<file path="config.mk">
export PLATFORM = sky130hd
export DESIGN_NAME = hazardTop
export DESIGN_NICKNAME = d
export VERILOG_FILES = /design/src/design/mipsPkg.sv /design/src/design/hazardTop.sv /design/src/design/pipeControl.sv /design/src/design/stallDetect.sv /design/src/design/forwardUnit.sv /design/src/design/stageRegs.sv /design/src/design/instrDecode.sv
export SDC_FILE = /design/constraint.sdc
export NUM_CORES = 1
export LEC_CHECK = 0
export BUFFER_PORTS_ARGS = -buffer_cell sky130_fd_sc_hd__buf_4
export CAP_MARGIN = 20
export CORE_MARGIN = 3
export CORE_UTILIZATION = 55
export DETAILED_ROUTE_END_ITERATION = 7
export GPL_TIMING_DRIVEN = 0
export HOLD_SLACK_MARGIN = 0.08
export PLACE_DENSITY_LB_ADDON = 0.12
export SLEW_MARGIN = 20
export SYNTH_ARGS = -nofsm -noshare
export SYNTH_HDL_FRONTEND = slang
export SYNTH_SLANG_ARGS = --single-unit
export TNS_END_PERCENT = 1
</file>
<file path="constraint.sdc">
create_clock -name clk -period 7.5 [get_ports clk]
set_input_delay 1.5 -clock clk [delete_from_list [all_inputs] [get_ports clk]]
set_output_delay 1.5 -clock clk [all_outputs]
set_load 0.005 [all_outputs]
</file>
<file path="src/design/mipsPkg.sv">
`default_nettype none

package mipsPkg;

    localparam int WORD_W     = 32;
    localparam int REG_ADDR_W = 5;
    localparam int FIELD6_W   = 6;

    // Instruction field positions.
    localparam int OP_MSB = 31;
    localparam int RS_LSB = 21;
    localparam int RT_LSB = 16;
    localparam int RD_LSB = 11;
    localparam int FN_MSB = 5;

    // Primary opcodes.
    localparam logic [FIELD6_W-1:0] OPC_SPECIAL = 6'h00;
    localparam logic [FIELD6_W-1:0] OPC_BEQ     = 6'h04;
    localparam logic [FIELD6_W-1:0] OPC_BNE     = 6'h05;
    localparam logic [FIELD6_W-1:0] OPC_ORI     = 6'h0d;
    localparam logic [FIELD6_W-1:0] OPC_LUI     = 6'h0f;
    localparam logic [FIELD6_W-1:0] OPC_COP0    = 6'h10;
    localparam logic [FIELD6_W-1:0] OPC_LW      = 6'h23;
    localparam logic [FIELD6_W-1:0] OPC_SW      = 6'h2b;

    // SPECIAL funct codes.
    localparam logic [FIELD6_W-1:0] FN_JR   = 6'h08;
    localparam logic [FIELD6_W-1:0] FN_MFHI = 6'h10;
    localparam logic [FIELD6_W-1:0] FN_MTHI = 6'h11;
    localparam logic [FIELD6_W-1:0] FN_MFLO = 6'h12;
    localparam logic [FIELD6_W-1:0] FN_MTLO = 6'h13;
    localparam logic [FIELD6_W-1:0] FN_MULT = 6'h18;
    localparam logic [FIELD6_W-1:0] FN_ADDU = 6'h21;
    localparam logic [FIELD6_W-1:0] FN_SUBU = 6'h23;
    localparam logic [FIELD6_W-1:0] FN_OR   = 6'h25;

    // COP0 sub-opcodes sit in the rs field.
    localparam logic [REG_ADDR_W-1:0] CP0_MF = 5'h00;
    localparam logic [REG_ADDR_W-1:0] CP0_MT = 5'h04;
    localparam logic [REG_ADDR_W-1:0] CP0_CO = 5'h10;
    localparam logic [FIELD6_W-1:0]   FN_ERET = 6'h18;

    typedef enum logic [4:0] {
        NOP, ADDU, SUBU, OR, ORI, LUI, LW, SW, BEQ, BNE,
        JR, MULT, MFHI, MFLO, MTHI, MTLO, MFC0, MTC0, ERET
    } decodedOpT;

    // ALU_PASSA: the result is already operand A in E.
    typedef enum logic [2:0] {
        ALU_ADD, ALU_SUB, ALU_OR, ALU_LUI, ALU_PASSA
    } aluFuncT;

    typedef enum logic [2:0] {
        NOFORWARD, ALUSRCAE, ALUOUTM, RESULTW, HIM, LOM, HIW, LOW
    } forwardSelT;

endpackage

`default_nettype wire
</file>
<file path="src/design/hazardTop.sv">
`default_nettype none
`timescale 1ns/100ps

module hazardTop (
    input  logic                       clk,
    input  logic                       rst,
    input  logic [mipsPkg::WORD_W-1:0] instrF,
    input  logic                       iDataOk,
    input  logic                       exceptionValid,
    input  logic                       isEret,
    output logic                       stall,
    output logic                       flushD,
    output logic                       flushE,
    output logic                       flushM,
    output logic                       flushW,
    output mipsPkg::forwardSelT        forwardAD,
    output mipsPkg::forwardSelT        forwardBD,
    output mipsPkg::forwardSelT        forwardAE,
    output mipsPkg::forwardSelT        forwardBE
);

    logic [mipsPkg::WORD_W-1:0]     instrD;
    logic [mipsPkg::WORD_W-1:0]     instrE;
    logic [mipsPkg::WORD_W-1:0]     instrM;
    logic [mipsPkg::WORD_W-1:0]     instrW;
    logic [mipsPkg::REG_ADDR_W-1:0] rsD;
    logic [mipsPkg::REG_ADDR_W-1:0] rtD;
    logic [mipsPkg::REG_ADDR_W-1:0] rsE;
    logic [mipsPkg::REG_ADDR_W-1:0] rtE;
    logic [mipsPkg::REG_ADDR_W-1:0] writeRegE;
    logic [mipsPkg::REG_ADDR_W-1:0] writeRegM;
    logic [mipsPkg::REG_ADDR_W-1:0] writeRegW;
    mipsPkg::decodedOpT             opD;
    mipsPkg::aluFuncT               aluFuncE;
    logic                           branchD;
    logic                           jrD;
    logic                           regWriteE;
    logic                           regWriteM;
    logic                           regWriteW;
    logic                           memToRegE;
    logic                           memToRegM;
    logic                           hiToRegE;
    logic                           loToRegE;
    logic                           cp0ToRegE;
    logic                           hiWriteM;
    logic                           loWriteM;
    logic                           cp0WriteM;
    logic                           hiWriteW;
    logic                           loWriteW;
    logic                           cp0WriteW;
    logic                           loadUseStall;
    logic                           branchStall;

    stageRegs stages (
        .clk(clk), .rst(rst), .instrF(instrF), .stall(stall),
        .flushD(flushD), .flushE(flushE), .flushM(flushM), .flushW(flushW),
        .instrD(instrD), .instrE(instrE), .instrM(instrM), .instrW(instrW)
    );

    instrDecode decD (
        .instr(instrD), .rs(rsD), .rt(rtD), .writeReg(), .op(opD), .aluFunc(),
        .regWrite(), .memToReg(), .branch(branchD), .jr(jrD),
        .hiWrite(), .loWrite(), .cp0Write(), .hiToReg(), .loToReg(), .cp0ToReg()
    );

    instrDecode decE (
        .instr(instrE), .rs(rsE), .rt(rtE), .writeReg(writeRegE), .op(),
        .aluFunc(aluFuncE), .regWrite(regWriteE), .memToReg(memToRegE),
        .branch(), .jr(), .hiWrite(), .loWrite(), .cp0Write(),
        .hiToReg(hiToRegE), .loToReg(loToRegE), .cp0ToReg(cp0ToRegE)
    );

    instrDecode decM (
        .instr(instrM), .rs(), .rt(), .writeReg(writeRegM), .op(), .aluFunc(),
        .regWrite(regWriteM), .memToReg(memToRegM), .branch(), .jr(),
        .hiWrite(hiWriteM), .loWrite(loWriteM), .cp0Write(cp0WriteM),
        .hiToReg(), .loToReg(), .cp0ToReg()
    );

    instrDecode decW (
        .instr(instrW), .rs(), .rt(), .writeReg(writeRegW), .op(), .aluFunc(),
        .regWrite(regWriteW), .memToReg(), .branch(), .jr(),
        .hiWrite(hiWriteW), .loWrite(loWriteW), .cp0Write(cp0WriteW),
        .hiToReg(), .loToReg(), .cp0ToReg()
    );

    forwardUnit forward (
        .rsD(rsD), .rtD(rtD), .rsE(rsE), .rtE(rtE),
        .writeRegE(writeRegE), .regWriteE(regWriteE), .aluFuncE(aluFuncE),
        .hiToRegE(hiToRegE), .loToRegE(loToRegE), .cp0ToRegE(cp0ToRegE),
        .writeRegM(writeRegM), .regWriteM(regWriteM),
        .hiWriteM(hiWriteM), .loWriteM(loWriteM), .cp0WriteM(cp0WriteM),
        .writeRegW(writeRegW), .regWriteW(regWriteW),
        .hiWriteW(hiWriteW), .loWriteW(loWriteW), .cp0WriteW(cp0WriteW),
        .forwardAD(forwardAD), .forwardBD(forwardBD),
        .forwardAE(forwardAE), .forwardBE(forwardBE)
    );

    stallDetect stallCheck (
        .rsD(rsD), .rtD(rtD), .opD(opD), .branchD(branchD), .jrD(jrD),
        .rtE(rtE), .writeRegE(writeRegE), .regWriteE(regWriteE),
        .memToRegE(memToRegE), .aluFuncE(aluFuncE),
        .writeRegM(writeRegM), .memToRegM(memToRegM),
        .loadUseStall(loadUseStall), .branchStall(branchStall)
    );

    pipeControl control (
        .loadUseStall(loadUseStall), .branchStall(branchStall), .iDataOk(iDataOk),
        .exceptionValid(exceptionValid), .isEret(isEret), .stall(stall),
        .flushD(flushD), .flushE(flushE), .flushM(flushM), .flushW(flushW)
    );

endmodule

`default_nettype wire

</file>
<file path="src/design/pipeControl.sv">
`default_nettype none
`timescale 1ns/100ps

module pipeControl (
    input  logic loadUseStall,
    input  logic branchStall,
    input  logic iDataOk,
    input  logic exceptionValid,
    input  logic isEret,
    output logic stall,
    output logic flushD,
    output logic flushE,
    output logic flushM,
    output logic flushW
);

    logic redirect;

    // F and D hold together; E takes a bubble behind them.
    assign stall = loadUseStall || branchStall || !iDataOk;

    assign redirect = exceptionValid || isEret;

    assign flushD = redirect;
    assign flushE = stall || redirect;
    assign flushM = redirect;
    // ERET lets the W instruction retire.
    assign flushW = exceptionValid;

endmodule

`default_nettype wire

</file>
<file path="src/design/stallDetect.sv">
`default_nettype none
`timescale 1ns/100ps

module stallDetect (
    input  logic [mipsPkg::REG_ADDR_W-1:0] rsD,
    input  logic [mipsPkg::REG_ADDR_W-1:0] rtD,
    input  mipsPkg::decodedOpT             opD,
    input  logic                           branchD,
    input  logic                           jrD,
    input  logic [mipsPkg::REG_ADDR_W-1:0] rtE,
    input  logic [mipsPkg::REG_ADDR_W-1:0] writeRegE,
    input  logic                           regWriteE,
    input  logic                           memToRegE,
    input  mipsPkg::aluFuncT               aluFuncE,
    input  logic [mipsPkg::REG_ADDR_W-1:0] writeRegM,
    input  logic                           memToRegM,
    output logic                           loadUseStall,
    output logic                           branchStall
);

    logic compareD;
    logic rsPending;
    logic rtPending;

    assign loadUseStall = memToRegE && ((rsD == rtE) || (rtD == rtE));

    // BEQ and BNE read rt as well; JR reads rs only.
    assign compareD  = (opD == mipsPkg::BEQ) || (opD == mipsPkg::BNE);
    assign rsPending = (regWriteE && writeRegE == rsD) || (memToRegM && writeRegM == rsD);
    assign rtPending = (regWriteE && writeRegE == rtD) || (memToRegM && writeRegM == rtD);

    // A move-from in E is covered by ALUSRCAE forwarding.
    assign branchStall = (branchD || jrD) && (aluFuncE != mipsPkg::ALU_PASSA) &&
                         (rsPending || (compareD && rtPending));

endmodule

`default_nettype wire

</file>
<file path="src/design/forwardUnit.sv">
`default_nettype none
`timescale 1ns/100ps

module forwardUnit (
    input  logic [mipsPkg::REG_ADDR_W-1:0] rsD,
    input  logic [mipsPkg::REG_ADDR_W-1:0] rtD,
    input  logic [mipsPkg::REG_ADDR_W-1:0] rsE,
    input  logic [mipsPkg::REG_ADDR_W-1:0] rtE,
    input  logic [mipsPkg::REG_ADDR_W-1:0] writeRegE,
    input  logic                           regWriteE,
    input  mipsPkg::aluFuncT               aluFuncE,
    input  logic                           hiToRegE,
    input  logic                           loToRegE,
    input  logic                           cp0ToRegE,
    input  logic [mipsPkg::REG_ADDR_W-1:0] writeRegM,
    input  logic                           regWriteM,
    input  logic                           hiWriteM,
    input  logic                           loWriteM,
    input  logic                           cp0WriteM,
    input  logic [mipsPkg::REG_ADDR_W-1:0] writeRegW,
    input  logic                           regWriteW,
    input  logic                           hiWriteW,
    input  logic                           loWriteW,
    input  logic                           cp0WriteW,
    output mipsPkg::forwardSelT            forwardAD,
    output mipsPkg::forwardSelT            forwardBD,
    output mipsPkg::forwardSelT            forwardAE,
    output mipsPkg::forwardSelT            forwardBE
);

    logic multM;
    logic multW;
    logic specialM;
    logic specialW;

    // Only MULT writes HI and LO together.
    assign multM = hiWriteM && loWriteM;
    assign multW = hiWriteW && loWriteW;

    assign specialM = (hiWriteM && hiToRegE) || (loWriteM && loToRegE) ||
                      (cp0WriteM && cp0ToRegE);
    assign specialW = (hiWriteW && hiToRegE) || (loWriteW && loToRegE) ||
                      (cp0WriteW && cp0ToRegE);

    function automatic logic hitM(input logic [mipsPkg::REG_ADDR_W-1:0] src);
        return (src != '0) && regWriteM && (src == writeRegM);
    endfunction

    function automatic logic hitW(input logic [mipsPkg::REG_ADDR_W-1:0] src);
        return (src != '0) && regWriteW && (src == writeRegW);
    endfunction

    // Branch compare operands in D; E can only supply a move-from result.
    function automatic mipsPkg::forwardSelT selectD(input logic [mipsPkg::REG_ADDR_W-1:0] src);
        if (src != '0 && regWriteE && src == writeRegE && aluFuncE == mipsPkg::ALU_PASSA) begin
            return mipsPkg::ALUSRCAE;
        end else if (hitM(src)) begin
            return mipsPkg::ALUOUTM;
        end else if (hitW(src)) begin
            return mipsPkg::RESULTW;
        end
        return mipsPkg::NOFORWARD;
    endfunction

    always_comb begin
        forwardAD = selectD(rsD);
        forwardBD = selectD(rtD);
    end

    always_comb begin
        if (multM && hiToRegE) begin
            forwardAE = mipsPkg::HIM;
        end else if (multM && loToRegE) begin
            forwardAE = mipsPkg::LOM;
        end else if (specialM || hitM(rsE)) begin
            forwardAE = mipsPkg::ALUOUTM;
        end else if (multW && hiToRegE) begin
            forwardAE = mipsPkg::HIW;
        end else if (multW && loToRegE) begin
            forwardAE = mipsPkg::LOW;
        end else if (specialW || hitW(rsE)) begin
            forwardAE = mipsPkg::RESULTW;
        end else begin
            forwardAE = mipsPkg::NOFORWARD;
        end
    end

    always_comb begin
        if (hitM(rtE)) begin
            forwardBE = mipsPkg::ALUOUTM;
        end else if (hitW(rtE)) begin
            forwardBE = mipsPkg::RESULTW;
        end else begin
            forwardBE = mipsPkg::NOFORWARD;
        end
    end

endmodule

`default_nettype wire

</file>
<file path="src/design/stageRegs.sv">
`default_nettype none
`timescale 1ns/100ps

module stageRegs (
    input  logic                       clk,
    input  logic                       rst,
    input  logic [mipsPkg::WORD_W-1:0] instrF,
    input  logic                       stall,
    input  logic                       flushD,
    input  logic                       flushE,
    input  logic                       flushM,
    input  logic                       flushW,
    output logic [mipsPkg::WORD_W-1:0] instrD,
    output logic [mipsPkg::WORD_W-1:0] instrE,
    output logic [mipsPkg::WORD_W-1:0] instrM,
    output logic [mipsPkg::WORD_W-1:0] instrW
);

    // A flush in D wins over a stall, so the redirect is never lost.
    always_ff @(posedge clk) begin
        if (rst || flushD) begin
            instrD <= '0;
        end else if (!stall) begin
            instrD <= instrF;
        end
    end

    // Later stages never hold; a flush turns them into a bubble.
    always_ff @(posedge clk) begin
        if (rst || flushE) begin
            instrE <= '0;
        end else begin
            instrE <= instrD;
        end
    end

    always_ff @(posedge clk) begin
        if (rst || flushM) begin
            instrM <= '0;
        end else begin
            instrM <= instrE;
        end
    end

    always_ff @(posedge clk) begin
        if (rst || flushW) begin
            instrW <= '0;
        end else begin
            instrW <= instrM;
        end
    end

endmodule

`default_nettype wire

</file>
<file path="src/design/instrDecode.sv">
`default_nettype none
`timescale 1ns/100ps

module instrDecode (
    input  logic [mipsPkg::WORD_W-1:0]     instr,
    output logic [mipsPkg::REG_ADDR_W-1:0] rs,
    output logic [mipsPkg::REG_ADDR_W-1:0] rt,
    output logic [mipsPkg::REG_ADDR_W-1:0] writeReg,
    output mipsPkg::decodedOpT             op,
    output mipsPkg::aluFuncT               aluFunc,
    output logic                           regWrite,
    output logic                           memToReg,
    output logic                           branch,
    output logic                           jr,
    output logic                           hiWrite,
    output logic                           loWrite,
    output logic                           cp0Write,
    output logic                           hiToReg,
    output logic                           loToReg,
    output logic                           cp0ToReg
);

    logic [mipsPkg::FIELD6_W-1:0]   opcode;
    logic [mipsPkg::FIELD6_W-1:0]   funct;
    logic [mipsPkg::REG_ADDR_W-1:0] rd;

    assign opcode = instr[mipsPkg::OP_MSB -: mipsPkg::FIELD6_W];
    assign funct  = instr[mipsPkg::FN_MSB -: mipsPkg::FIELD6_W];
    assign rs     = instr[mipsPkg::RS_LSB +: mipsPkg::REG_ADDR_W];
    assign rt     = instr[mipsPkg::RT_LSB +: mipsPkg::REG_ADDR_W];
    assign rd     = instr[mipsPkg::RD_LSB +: mipsPkg::REG_ADDR_W];

    always_comb begin
        op = mipsPkg::NOP;
        case (opcode)
            mipsPkg::OPC_SPECIAL: begin
                case (funct)
                    mipsPkg::FN_ADDU: op = mipsPkg::ADDU;
                    mipsPkg::FN_SUBU: op = mipsPkg::SUBU;
                    mipsPkg::FN_OR:   op = mipsPkg::OR;
                    mipsPkg::FN_JR:   op = mipsPkg::JR;
                    mipsPkg::FN_MULT: op = mipsPkg::MULT;
                    mipsPkg::FN_MFHI: op = mipsPkg::MFHI;
                    mipsPkg::FN_MFLO: op = mipsPkg::MFLO;
                    mipsPkg::FN_MTHI: op = mipsPkg::MTHI;
                    mipsPkg::FN_MTLO: op = mipsPkg::MTLO;
                    default:          op = mipsPkg::NOP;
                endcase
            end
            mipsPkg::OPC_ORI: op = mipsPkg::ORI;
            mipsPkg::OPC_LUI: op = mipsPkg::LUI;
            mipsPkg::OPC_LW:  op = mipsPkg::LW;
            mipsPkg::OPC_SW:  op = mipsPkg::SW;
            mipsPkg::OPC_BEQ: op = mipsPkg::BEQ;
            mipsPkg::OPC_BNE: op = mipsPkg::BNE;
            mipsPkg::OPC_COP0: begin
                if (rs == mipsPkg::CP0_MF) begin
                    op = mipsPkg::MFC0;
                end else if (rs == mipsPkg::CP0_MT) begin
                    op = mipsPkg::MTC0;
                end else if (rs == mipsPkg::CP0_CO && funct == mipsPkg::FN_ERET) begin
                    op = mipsPkg::ERET;
                end
            end
            default: op = mipsPkg::NOP;
        endcase
    end

    always_comb begin
        case (op)
            mipsPkg::SUBU, mipsPkg::BEQ, mipsPkg::BNE:   aluFunc = mipsPkg::ALU_SUB;
            mipsPkg::OR, mipsPkg::ORI:                   aluFunc = mipsPkg::ALU_OR;
            mipsPkg::LUI:                                aluFunc = mipsPkg::ALU_LUI;
            mipsPkg::MFHI, mipsPkg::MFLO, mipsPkg::MFC0: aluFunc = mipsPkg::ALU_PASSA;
            default:                                     aluFunc = mipsPkg::ALU_ADD;
        endcase
    end

    assign regWrite = op inside {mipsPkg::ADDU, mipsPkg::SUBU, mipsPkg::OR, mipsPkg::ORI,
                                 mipsPkg::LUI, mipsPkg::LW, mipsPkg::MFHI, mipsPkg::MFLO,
                                 mipsPkg::MFC0};
    assign memToReg = (op == mipsPkg::LW);
    assign branch   = (op == mipsPkg::BEQ) || (op == mipsPkg::BNE);
    assign jr       = (op == mipsPkg::JR);
    assign hiWrite  = (op == mipsPkg::MULT) || (op == mipsPkg::MTHI);
    assign loWrite  = (op == mipsPkg::MULT) || (op == mipsPkg::MTLO);
    assign cp0Write = (op == mipsPkg::MTC0);
    assign hiToReg  = (op == mipsPkg::MFHI);
    assign loToReg  = (op == mipsPkg::MFLO);
    assign cp0ToReg = (op == mipsPkg::MFC0);

    // I-type writers and MFC0 target rt, R-type writers target rd.
    assign writeReg = !regWrite ? '0 :
                      (op inside {mipsPkg::ORI, mipsPkg::LUI, mipsPkg::LW, mipsPkg::MFC0}) ?
                      rt : rd;

endmodule

`default_nettype wire

</file>
==> results of run 1 <==
metrics by stage:
step / utilization / cells / power, µW
3_3_place_gp: 0.614 / 1098 / 677
4_1_cts: 0.642 / 1114 / 1200
2_1_floorplan: - / 885 / 647
3_5_place_dp: 0.615 / 1098 / 680
6_report: 0.643 / 1114 / 1190
5_1_grt: 0.643 / 1114 / 1230
metal layers:
layer	vias up	share of wire
met2	324	0.48
met4	0	0.035
met5	-	0
li1	3292	-
met1	3138	0.41
met3	51	0.068
sequential cells by signal (all words and copies together) (netlist names):
register,cells
stages.instrD,27
stages.instrE,27
stages.instrM,27
stages.instrW,27
cell usage in the layout, fill, tap and decap left out, drive strengths merged, types with 4 or more instances in the layout:
master and instances:
a2111oi 4, a211o 6, a21boi 6, a21oi 50, a22oi 4, a31oi 5, a32oi 4, and2 57
and3 31, and3b 7, buf 61, clkbuf 55, dfxtp 108, inv 16, mux2i 8, nand2 63
nand2b 13, nand3 70, nand3b 6, nand4 10, nor2 75, nor2b 17, nor3 46, nor3b 5
nor4 12, nor4b 7, o211ai 14, o21a 5, o21ai 53, o22ai 4, o31a 4, o31ai 4
or2 5, or3 9, or3b 7, xnor2 27, xor2 17
final timing paths:
| path | slack [ns] | cells after the start | from | end |
|---|---|---|---|---|
| min | 0.47 | 1 | stages.instrM[20]$_SDFF_PP0_ | stages.instrW[20]$_SDFF_PP0_ |
| max | 1.57 | 13 | stages.instrE[5]$_SDFF_PP0_ | flushE |
| min reg2reg | 0.47 | 1 | stages.instrM[20]$_SDFF_PP0_ | stages.instrW[20]$_SDFF_PP0_ |
| max reg2reg | 3.23 | 13 | stages.instrM[2]$_SDFF_PP0_ | stages.instrD[4]$_SDFFE_PP0N_ |
cell families after synthesis:
kind of cell           Yosys count  synth area share
other                            1          0.000542
multiplexers                    10            0.0154
flip-flops                     108             0.313
XOR/XNOR                        44            0.0568
AO/OA/AOI/OAI                  191             0.191
AND/OR/NAND/NOR                453             0.371
buffers and inverters           76            0.0521
cell type report:
type,count,area share
Clock inverter,7,0.0134
Inverter,14,0.00672
Buffer,62,0.0393
Multi-Input combinational cell,701,0.565
Sequential cell,108,0.276
Clock buffer,9,0.0288
Timing Repair Buffer,45,0.0432
Tap cell,168,0.0269
power by group:
group / internal, µW / leakage, µW / switching (µW)
registers: 579 / 0.000872 / 3.26
clock network: 298 / 0.000159 / 224
logic: 34.8 / 0.00195 / 51.6
synthesized netlist by cell type (5+ instances only):
cell      number  area share
nand4_1       10      0.0090
xor2_1        16       0.020
inv_1         13      0.0071
nor4_1        12       0.011
o211ai_1      14       0.015
nand3b_1       6      0.0065
o21a_1         5      0.0054
a31oi_1        5      0.0045
nand2_1       62       0.034
nor3_2        20       0.029
and2_1        56       0.051
or2_2          5      0.0045
nor3b_1        5      0.0054
nand3_1       70       0.051
dfxtp_1      108        0.31
o21ai_0       49       0.035
clkbuf_1      44       0.024
nand2b_1      13       0.012
nor2_1        75       0.041
and3_1        31       0.028
buf_4          6      0.0065
or3_1          9      0.0081
and3b_1        7      0.0089
or3b_2         5      0.0063
nor2b_1       17       0.015
a21oi_1       46       0.033
nor3_1        26       0.019
mux2i_1        7       0.010
nor4b_1        6      0.0076
xnor2_1       27       0.034
a211o_1        6      0.0076
==> results_dict.tcl, run 1 <==
set metrics [dict create \
    grt_pass1_vias 6416 \
    wl_mm 19.9 \
    seq_area_frac_synth 0.313 \
    timing.final.crit_share 0.791 \
    cts_root_buf "clkbuf_16" \
    crit_path_max_fanout 10 \
    place_ws_ns 2.14 \
    met2_usage 0.481 \
    p_leak_uw 0.00298 \
    clockBufferDepth 2 \
    drv_cap 0 \
    final.min_clock_period_ns 5.93 \
    placed_cell_area_mm2 0.00748 \
    areaGrowthSynthToFinish_pct 13.1 \
    power_density_mw_per_mm2 152 \
    start_util 0.569 \
    required_ns 6.00 \
    crit_buf_inv 2 \
    core-area_mm2 0.0122 \
    grtUsageMet3 0.0341 \
    die_area_mm2 0.0140 \
    antenna_found_initial 0 \
    ctsHoldBuffers 0 \
    finClkSkew_ns 0.00904 \
    final_nets 978 \
    setup_tns_ns 0 \
    relSlewSlack 0.440 \
    finalHoldViolations 0 \
    max_freq_mhz 169 \
    drive_gt1_frac 0.138 \
    path_common_cell "a21oi_1" \
    grt_max_degree 20 \
    cts_num_sinks 108 \
    path_cells "nor4bb_1 > a21oi_1 > o21ai_0 > a21oi_1 > a21oi_1 > nor3_1 > or3b_2 > nand4_1 > a21o_1 > buf_6 > a21oi_4 > or3_1 > buf_4" \
    tritoncts "yes" \
    finalWorstSetupSlack_ns 1.57 \
    postRouteAntennaNets 0 \
    viasPerCell 6.11 \
    globalplace.congestion 0.905 \
    start_kind "flip-flop" \
    regArea_mm2 0.00216 \
    top_usage_layer "met2" \
    hpwl_mm 15.5 \
    num-fill-cells 1082 \
    drc 0 \
    grt_use_met1 0.350 \
    async_reset_ff_frac 0 \
    worst_pin_slew_ns 0.835 \
    synthCells 883 \
    multiInputGateArea_mm2 0.00442 \
    avgSynthCellArea_um2 7.83 \
    ios 54 \
    antenna_cells 0 \
    syn_area_mm2 0.00691 \
    status "finished clean" \
    whs_ns 0.475 \
    hold_class "reg2reg" \
    floorplan.rows 40 \
    cts_setup_buffers 0 \
    synth_warnings 0 \
    grt_overflow 0 \
    drt-initial-drc-count 593 \
    fin_area_mm2 0.00782 \
    vias 6805 \
    clk_latency_ns 0.37 \
    port-buffer-count 45 \
    cp_slowest_cell "o21ai_0" \
    die_x_um 118 \
    fp.dieH_um 118 \
    grt_pass1_wl_mm 32.0 \
    htreeDepth 3 \
    cts.repair.resized 0 \
    ys_seq_elements 108 \
    slew_violations 0 \
    synth_enable_flop_cells 0 \
    worst_ir_drop_vdd_v 0.000108 \
    critPathTopFamily "compound AO/OA/AOI/OAI gates" \
    slowest_delay_ns 0.52 \
    ys.flop_type "dfxtp_1" \
    critPathKind "reg2out" \
    numCtsBuffers 9 \
    setup_viol 0 \
    cp-end-kind "output port" \
    rsz0062_at_grt "no" \
    dr.pass1.iters 5 \
    netlist-cell-type-count 91 \
    path_clk_slew_ns 0.07 \
    grt_usage 0.281 \
    wl_per_cell_um 17.9 \
    cp_data_arrival_time_ns 4.43 \
]
Note: power is estimated with default switching activity, not from simulation.
==> inputs of run 2 (changes only) <==
Clock period 7.5 ns to 4.8 ns, I/O delays scaled along.
==> run 2 against run 1 <==
Effect of this change: worst setup slack lost 1.5 ns; clock power increased by 57%; cell area up 8.0%; sequential cell count did not move; sequential share of layout area is 1.8 points lower; power up 57%.
==> results_dict.tcl, run 2 (synthesized netlist as in run 1, its figures left out) <==
set metrics [dict create \
    status "finished clean" \
    grt_overflow 0 \
    globalplace.congestion 0.905 \
    path_cells "or3b_4 > or4b_4 > o21ai_4 > o21bai_4 > o22ai_4 > buf_12 > a21oi_4 > xor2_2 > nand4b_1 > a21o_1 > buf_6 > a21oi_4 > buf_8 > nand2b_4 > buf_6" \
    drc 0 \
    grt_pass1_vias 6546 \
    worst_pin_slew_ns 0.840 \
    cp_data_arrival_time_ns 3.81 \
    hold_class "reg2reg" \
    max_freq_mhz 210 \
    slowest_delay_ns 0.54 \
    postRouteAntennaNets 0 \
    cp-end-kind "output port" \
    viasPerCell 6.12 \
    wl_per_cell_um 18.1 \
    areaGrowthSynthToFinish_pct 22.2 \
    vias 7018 \
    tritoncts "yes" \
    fp.dieH_um 118 \
    grt_pass1_wl_mm 32.6 \
    num-fill-cells 999 \
    path_clk_slew_ns 0.07 \
    antenna_cells 0 \
    clockBufferDepth 2 \
    slew_violations 0 \
    final_nets 1011 \
    crit_path_max_fanout 7 \
    timing.final.crit_share 0.993 \
    rsz0062_at_grt "yes" \
    antenna_found_initial 0 \
    place_ws_ns -0.0177 \
    start_kind "flip-flop" \
    met2_usage 0.494 \
    setup_viol 0 \
    top_usage_layer "met2" \
    p_leak_uw 0.00328 \
    cts_num_sinks 108 \
    crit_buf_inv 4 \
    numCtsBuffers 9 \
    critPathTopFamily "simple AND/OR/NAND/NOR gates" \
    required_ns 3.84 \
    cp_slowest_cell "or4b_4" \
    finalHoldViolations 0 \
    worst_ir_drop_vdd_v 0.000166 \
    core-area_mm2 0.0122 \
    final.min_clock_period_ns 4.77 \
    fin_area_mm2 0.00845 \
    die_x_um 118 \
    finalWorstSetupSlack_ns 0.0318 \
    die_area_mm2 0.0140 \
    grt_usage 0.286 \
    hpwl_mm 15.5 \
    dr.pass1.iters 5 \
    port-buffer-count 45 \
    htreeDepth 3 \
    grtUsageMet3 0.0437 \
    ios 54 \
    power_density_mw_per_mm2 221 \
    drive_gt1_frac 0.220 \
    placed_cell_area_mm2 0.00748 \
    cts_root_buf "clkbuf_16" \
    grt_max_degree 20 \
    clk_latency_ns 0.37 \
    ctsHoldBuffers 0 \
    floorplan.rows 40 \
    drv_cap 0 \
    finClkSkew_ns 0.00684 \
    final_common_cell "dfxtp_1" \
    final_cell_mix "dfxtp_1 (99), buf_4 (84), nor2_1 (75)" \
    critPathKind "reg2out" \
    grt_use_met1 0.352 \
    drt-initial-drc-count 559 \
    wl_mm 20.8 \
    relSlewSlack 0.437 \
    start_util 0.569 \
]
run 2: cell types whose count changed in the layout (fill, tap and decap cells not counted), moves of 3 or more:
cell      before  now
a21oi_1       46   41
a21oi_4        3    6
buf_4         51   84
clkbuf_1      44   37
dfxtp_1      108   99
dfxtp_2        0    4
dfxtp_4        0    5
mux2i_4        0    3
nor3_1        25   22
nor4_1        12    9
o21ai_0       49   46
run 2: layout make-up:
class	count	area, µm²	share of cell area
clock inverters	7	105	0.0124
repair buffers	82	644	0.0763
well taps	168	210	0.0249
inverters	14	52.6	0.00622
flip-flops and latches	108	2190	0.259
plain buffers	58	304	0.0360
clock buffers	9	225	0.0267
multi-input cells	701	4720	0.559
run 2: layer usage:
layer  wire, µm  up-vias
met4        781        0
met5          0        -
met1       8610     3266
li1           -     3359
met2      10100      321
met3       1310       72
run 2: final timing paths:
check,from,endpoint,slack (ns),cells after the start
setup reg to reg,stages.instrM[4]$_SDFF_PP0_,stages.instrD[4]$_SDFFE_PP0N_,0.82,14
setup / recovery,stages.instrM[4]$_SDFF_PP0_,stall,0.03,15
hold / removal,stages.instrM[20]$_SDFF_PP0_,stages.instrW[20]$_SDFF_PP0_,0.48,1
hold reg to reg,stages.instrM[20]$_SDFF_PP0_,stages.instrW[20]$_SDFF_PP0_,0.48,1
run 2: where the power goes:
| group | internal (µW) | switching (µW) | leakage (µW) |
|---|---|---|---|
| logic | 57.9 | 81.7 | 0.00225 |
| registers | 902 | 5.36 | 0.000878 |
| clock network | 465 | 352 | 0.000159 |
run 2: stage by stage:
stage | TNS (ns) | hold WS (ns) | instances | power (µW) | utilization
final | 0 | 0.481 | 1147 | 1860 | 0.695
after floorplan | 0 | 0.421 | 885 | 1010 | -
after detailed placement | -0.0177 | 0.452 | 1098 | 1060 | 0.615
after CTS | -0.0450 | 0.472 | 1121 | 1870 | 0.665
after global routing | -0.328 | 0.506 | 1147 | 1930 | 0.695
after global placement | -0.00288 | 0.440 | 1098 | 1060 | 0.614
run 2: timing repair:
| action | CTS | global route |
|---|---|---|
| pin swaps | 8 | 17 |
| setup buffers | 10 | 27 |
| gates resized for setup | 43 | 37 |
| setup endpoints to repair | 10 | 10 |
==> inputs of run 3 (changes only) <==
Settings changed: CORE_MARGIN 3 to not set.
==> run 3 against run 2 <==
Effect of this change: critical path type unchanged; wire length down 3.8%; power down 2.2%; cell count down 1.3%; combinational power about the same.
==> results_dict.tcl, run 3 (synthesized netlist as in run 1, its figures left out) <==
set metrics [dict create \
    drc 0 \
    fp.dieH_um 114 \
    p_leak_uw 0.00317 \
    vias 6917 \
    antenna_cells 0 \
    clk_latency_ns 0.36 \
    hold_depth 1 \
    slowest_delay_ns 0.54 \
    antenna_found_initial 0 \
    worst_pin_slew_ns 0.863 \
    ctsHoldBuffers 0 \
    cp-end-kind "output port" \
    max_freq_mhz 209 \
    slew_violations 0 \
    critPathTopFamily "simple AND/OR/NAND/NOR gates" \
    reg2regPathDepth 15 \
    path_cells "or3b_4 > or4b_4 > o21ai_4 > o21bai_4 > nand3b_1 > or3_1 > nand4b_1 > a21o_1 > buf_6 > a21oi_4 > buf_8 > nand2b_4 > buf_4" \
    timing.final.crit_share 0.997 \
    grt_usage 0.312 \
    power_density_mw_per_mm2 222 \
    final_cell_mix "dfxtp_1 (100), nor2_1 (75), nand3_1 (69), buf_4 (69), nand2_1 (62)" \
    setup_viol 0 \
    r2r_start "stages.instrM[2]$_SDFF_PP0_" \
    numCtsBuffers 9 \
    dr.pass1.iters 6 \
    start_kind "flip-flop" \
    drive_gt1_frac 0.196 \
    hold_class "reg2reg" \
    grt_pass1_vias 6443 \
    status "finished clean" \
    areaGrowthSynthToFinish_pct 18.8 \
    hpwl_mm 15.3 \
    reg2reg_slack_ns 0.69 \
    final.min_clock_period_ns 4.78 \
    port-buffer-count 45 \
    floorplan.rows 40 \
    grt_overflow 0 \
    final_nets 996 \
    start_util 0.571 \
    required_ns 3.84 \
    core-area_mm2 0.0121 \
    reg2reg_to "stages.instrD[23]$_SDFFE_PP0N_" \
    ios 54 \
    worst_ir_drop_vdd_v 0.000151 \
    die_x_um 114 \
    worstHoldStart "stages.instrM[20]$_SDFF_PP0_" \
    wl_per_cell_um 17.7 \
    rsz0062_at_grt "yes" \
    hold-path-endpoint "stages.instrW[20]$_SDFF_PP0_" \
    cp.depth 13 \
    cts_root_buf "clkbuf_16" \
    crit_buf_inv 3 \
    htreeDepth 3 \
    cts_num_sinks 108 \
    finalHoldViolations 0 \
    globalplace.congestion 0.927 \
    relSlewSlack 0.419 \
    wl_mm 20.0 \
    finClkSkew_ns 0.00564 \
    postRouteAntennaNets 0 \
    whs_ns 0.461 \
    crit_path_max_fanout 6 \
    path_clk_slew_ns 0.07 \
    viasPerCell 6.11 \
    drt-initial-drc-count 478 \
    clockBufferDepth 2 \
    drv_cap 0 \
    final_core_util 0.678 \
    grt_max_degree 20 \
    grt_pass1_wl_mm 31.9 \
    critPathKind "reg2out" \
    tritoncts "yes" \
    die_area_mm2 0.0130 \
    cp_data_arrival_time_ns 3.82 \
    cp_slowest_cell "or4b_4" \
    final_common_cell "dfxtp_1" \
]
## run 3: final cells by class
class / instances / area [µm²]
Timing Repair Buffer: 66 / 513
Clock inverter: 6 / 77.6
Buffer: 59 / 310
Fill cell: 1058 / 3900
Tap cell: 168 / 210
Clock buffer: 10 / 239
Multi-Input combinational cell: 701 / 4630
Sequential cell: 108 / 2180
Inverter: 14 / 52.6
## run 3: how the worst max path moves through the flow
stage / startpoint / end / slack (ns)
6_report: stages.instrM[2]$_SDFF_PP0_ / stall / 0.02
5_1_grt: stages.instrM[4]$_SDFF_PP0_ / stall / -0.11
4_1_cts: stages.instrM[3]$_SDFF_PP0_ / stall / -0.07
3_5_place_dp: stages.instrM[30]$_SDFF_PP0_ / stall / -0.06
3_3_place_gp: stages.instrM[2]$_SDFF_PP0_ / stall / 0.04
2_1_floorplan: stages.instrM[1]$_SDFF_PP0_ / stall / 0.77
## run 3: per-layer routing
| metal | GRT usage | up-vias | wire length (µm) |
|---|---|---|---|
| met5 | 0 | - | 0 |
| met4 | 0.158 | 0 | 665 |
| met3 | 0.0450 | 51 | 1070 |
| met2 | 0.542 | 260 | 9790 |
| met1 | 0.375 | 3273 | 8460 |
| li1 | - | 3333 | - |
## run 3: report_power, final
| part | switching, µW | internal [µW] |
|---|---|---|
| Sequential | 5.43 | 902 |
| Combinational | 81.2 | 56.6 |
| Clock | 348 | 430 |
## run 3: repair_timing
item | 4_1_cts | 5_1_grt
endpoints found under the setup margin | 10 | 10
pin swaps | 8 | 14
setup buffers | 10 | 13
cloned | 0 | 0
resized for setup | 37 | 27
## run 3: per-stage QoR
step | power, µW | worst slack [ns] | std cells | instance area [µm²] | TNS (ns)
detailed placement | 1060 | -0.0645 | 1098 | 7480 | -0.0645
global route | 1880 | -0.110 | 1132 | 8210 | -0.202
CTS | 1830 | -0.0689 | 1121 | 8040 | -0.0689
floorplan | 1010 | 0.771 | 885 | 6920 | 0
global placement | 1060 | 0.0359 | 1098 | 7470 | 0
finish | 1820 | 0.0157 | 1132 | 8210 | 0
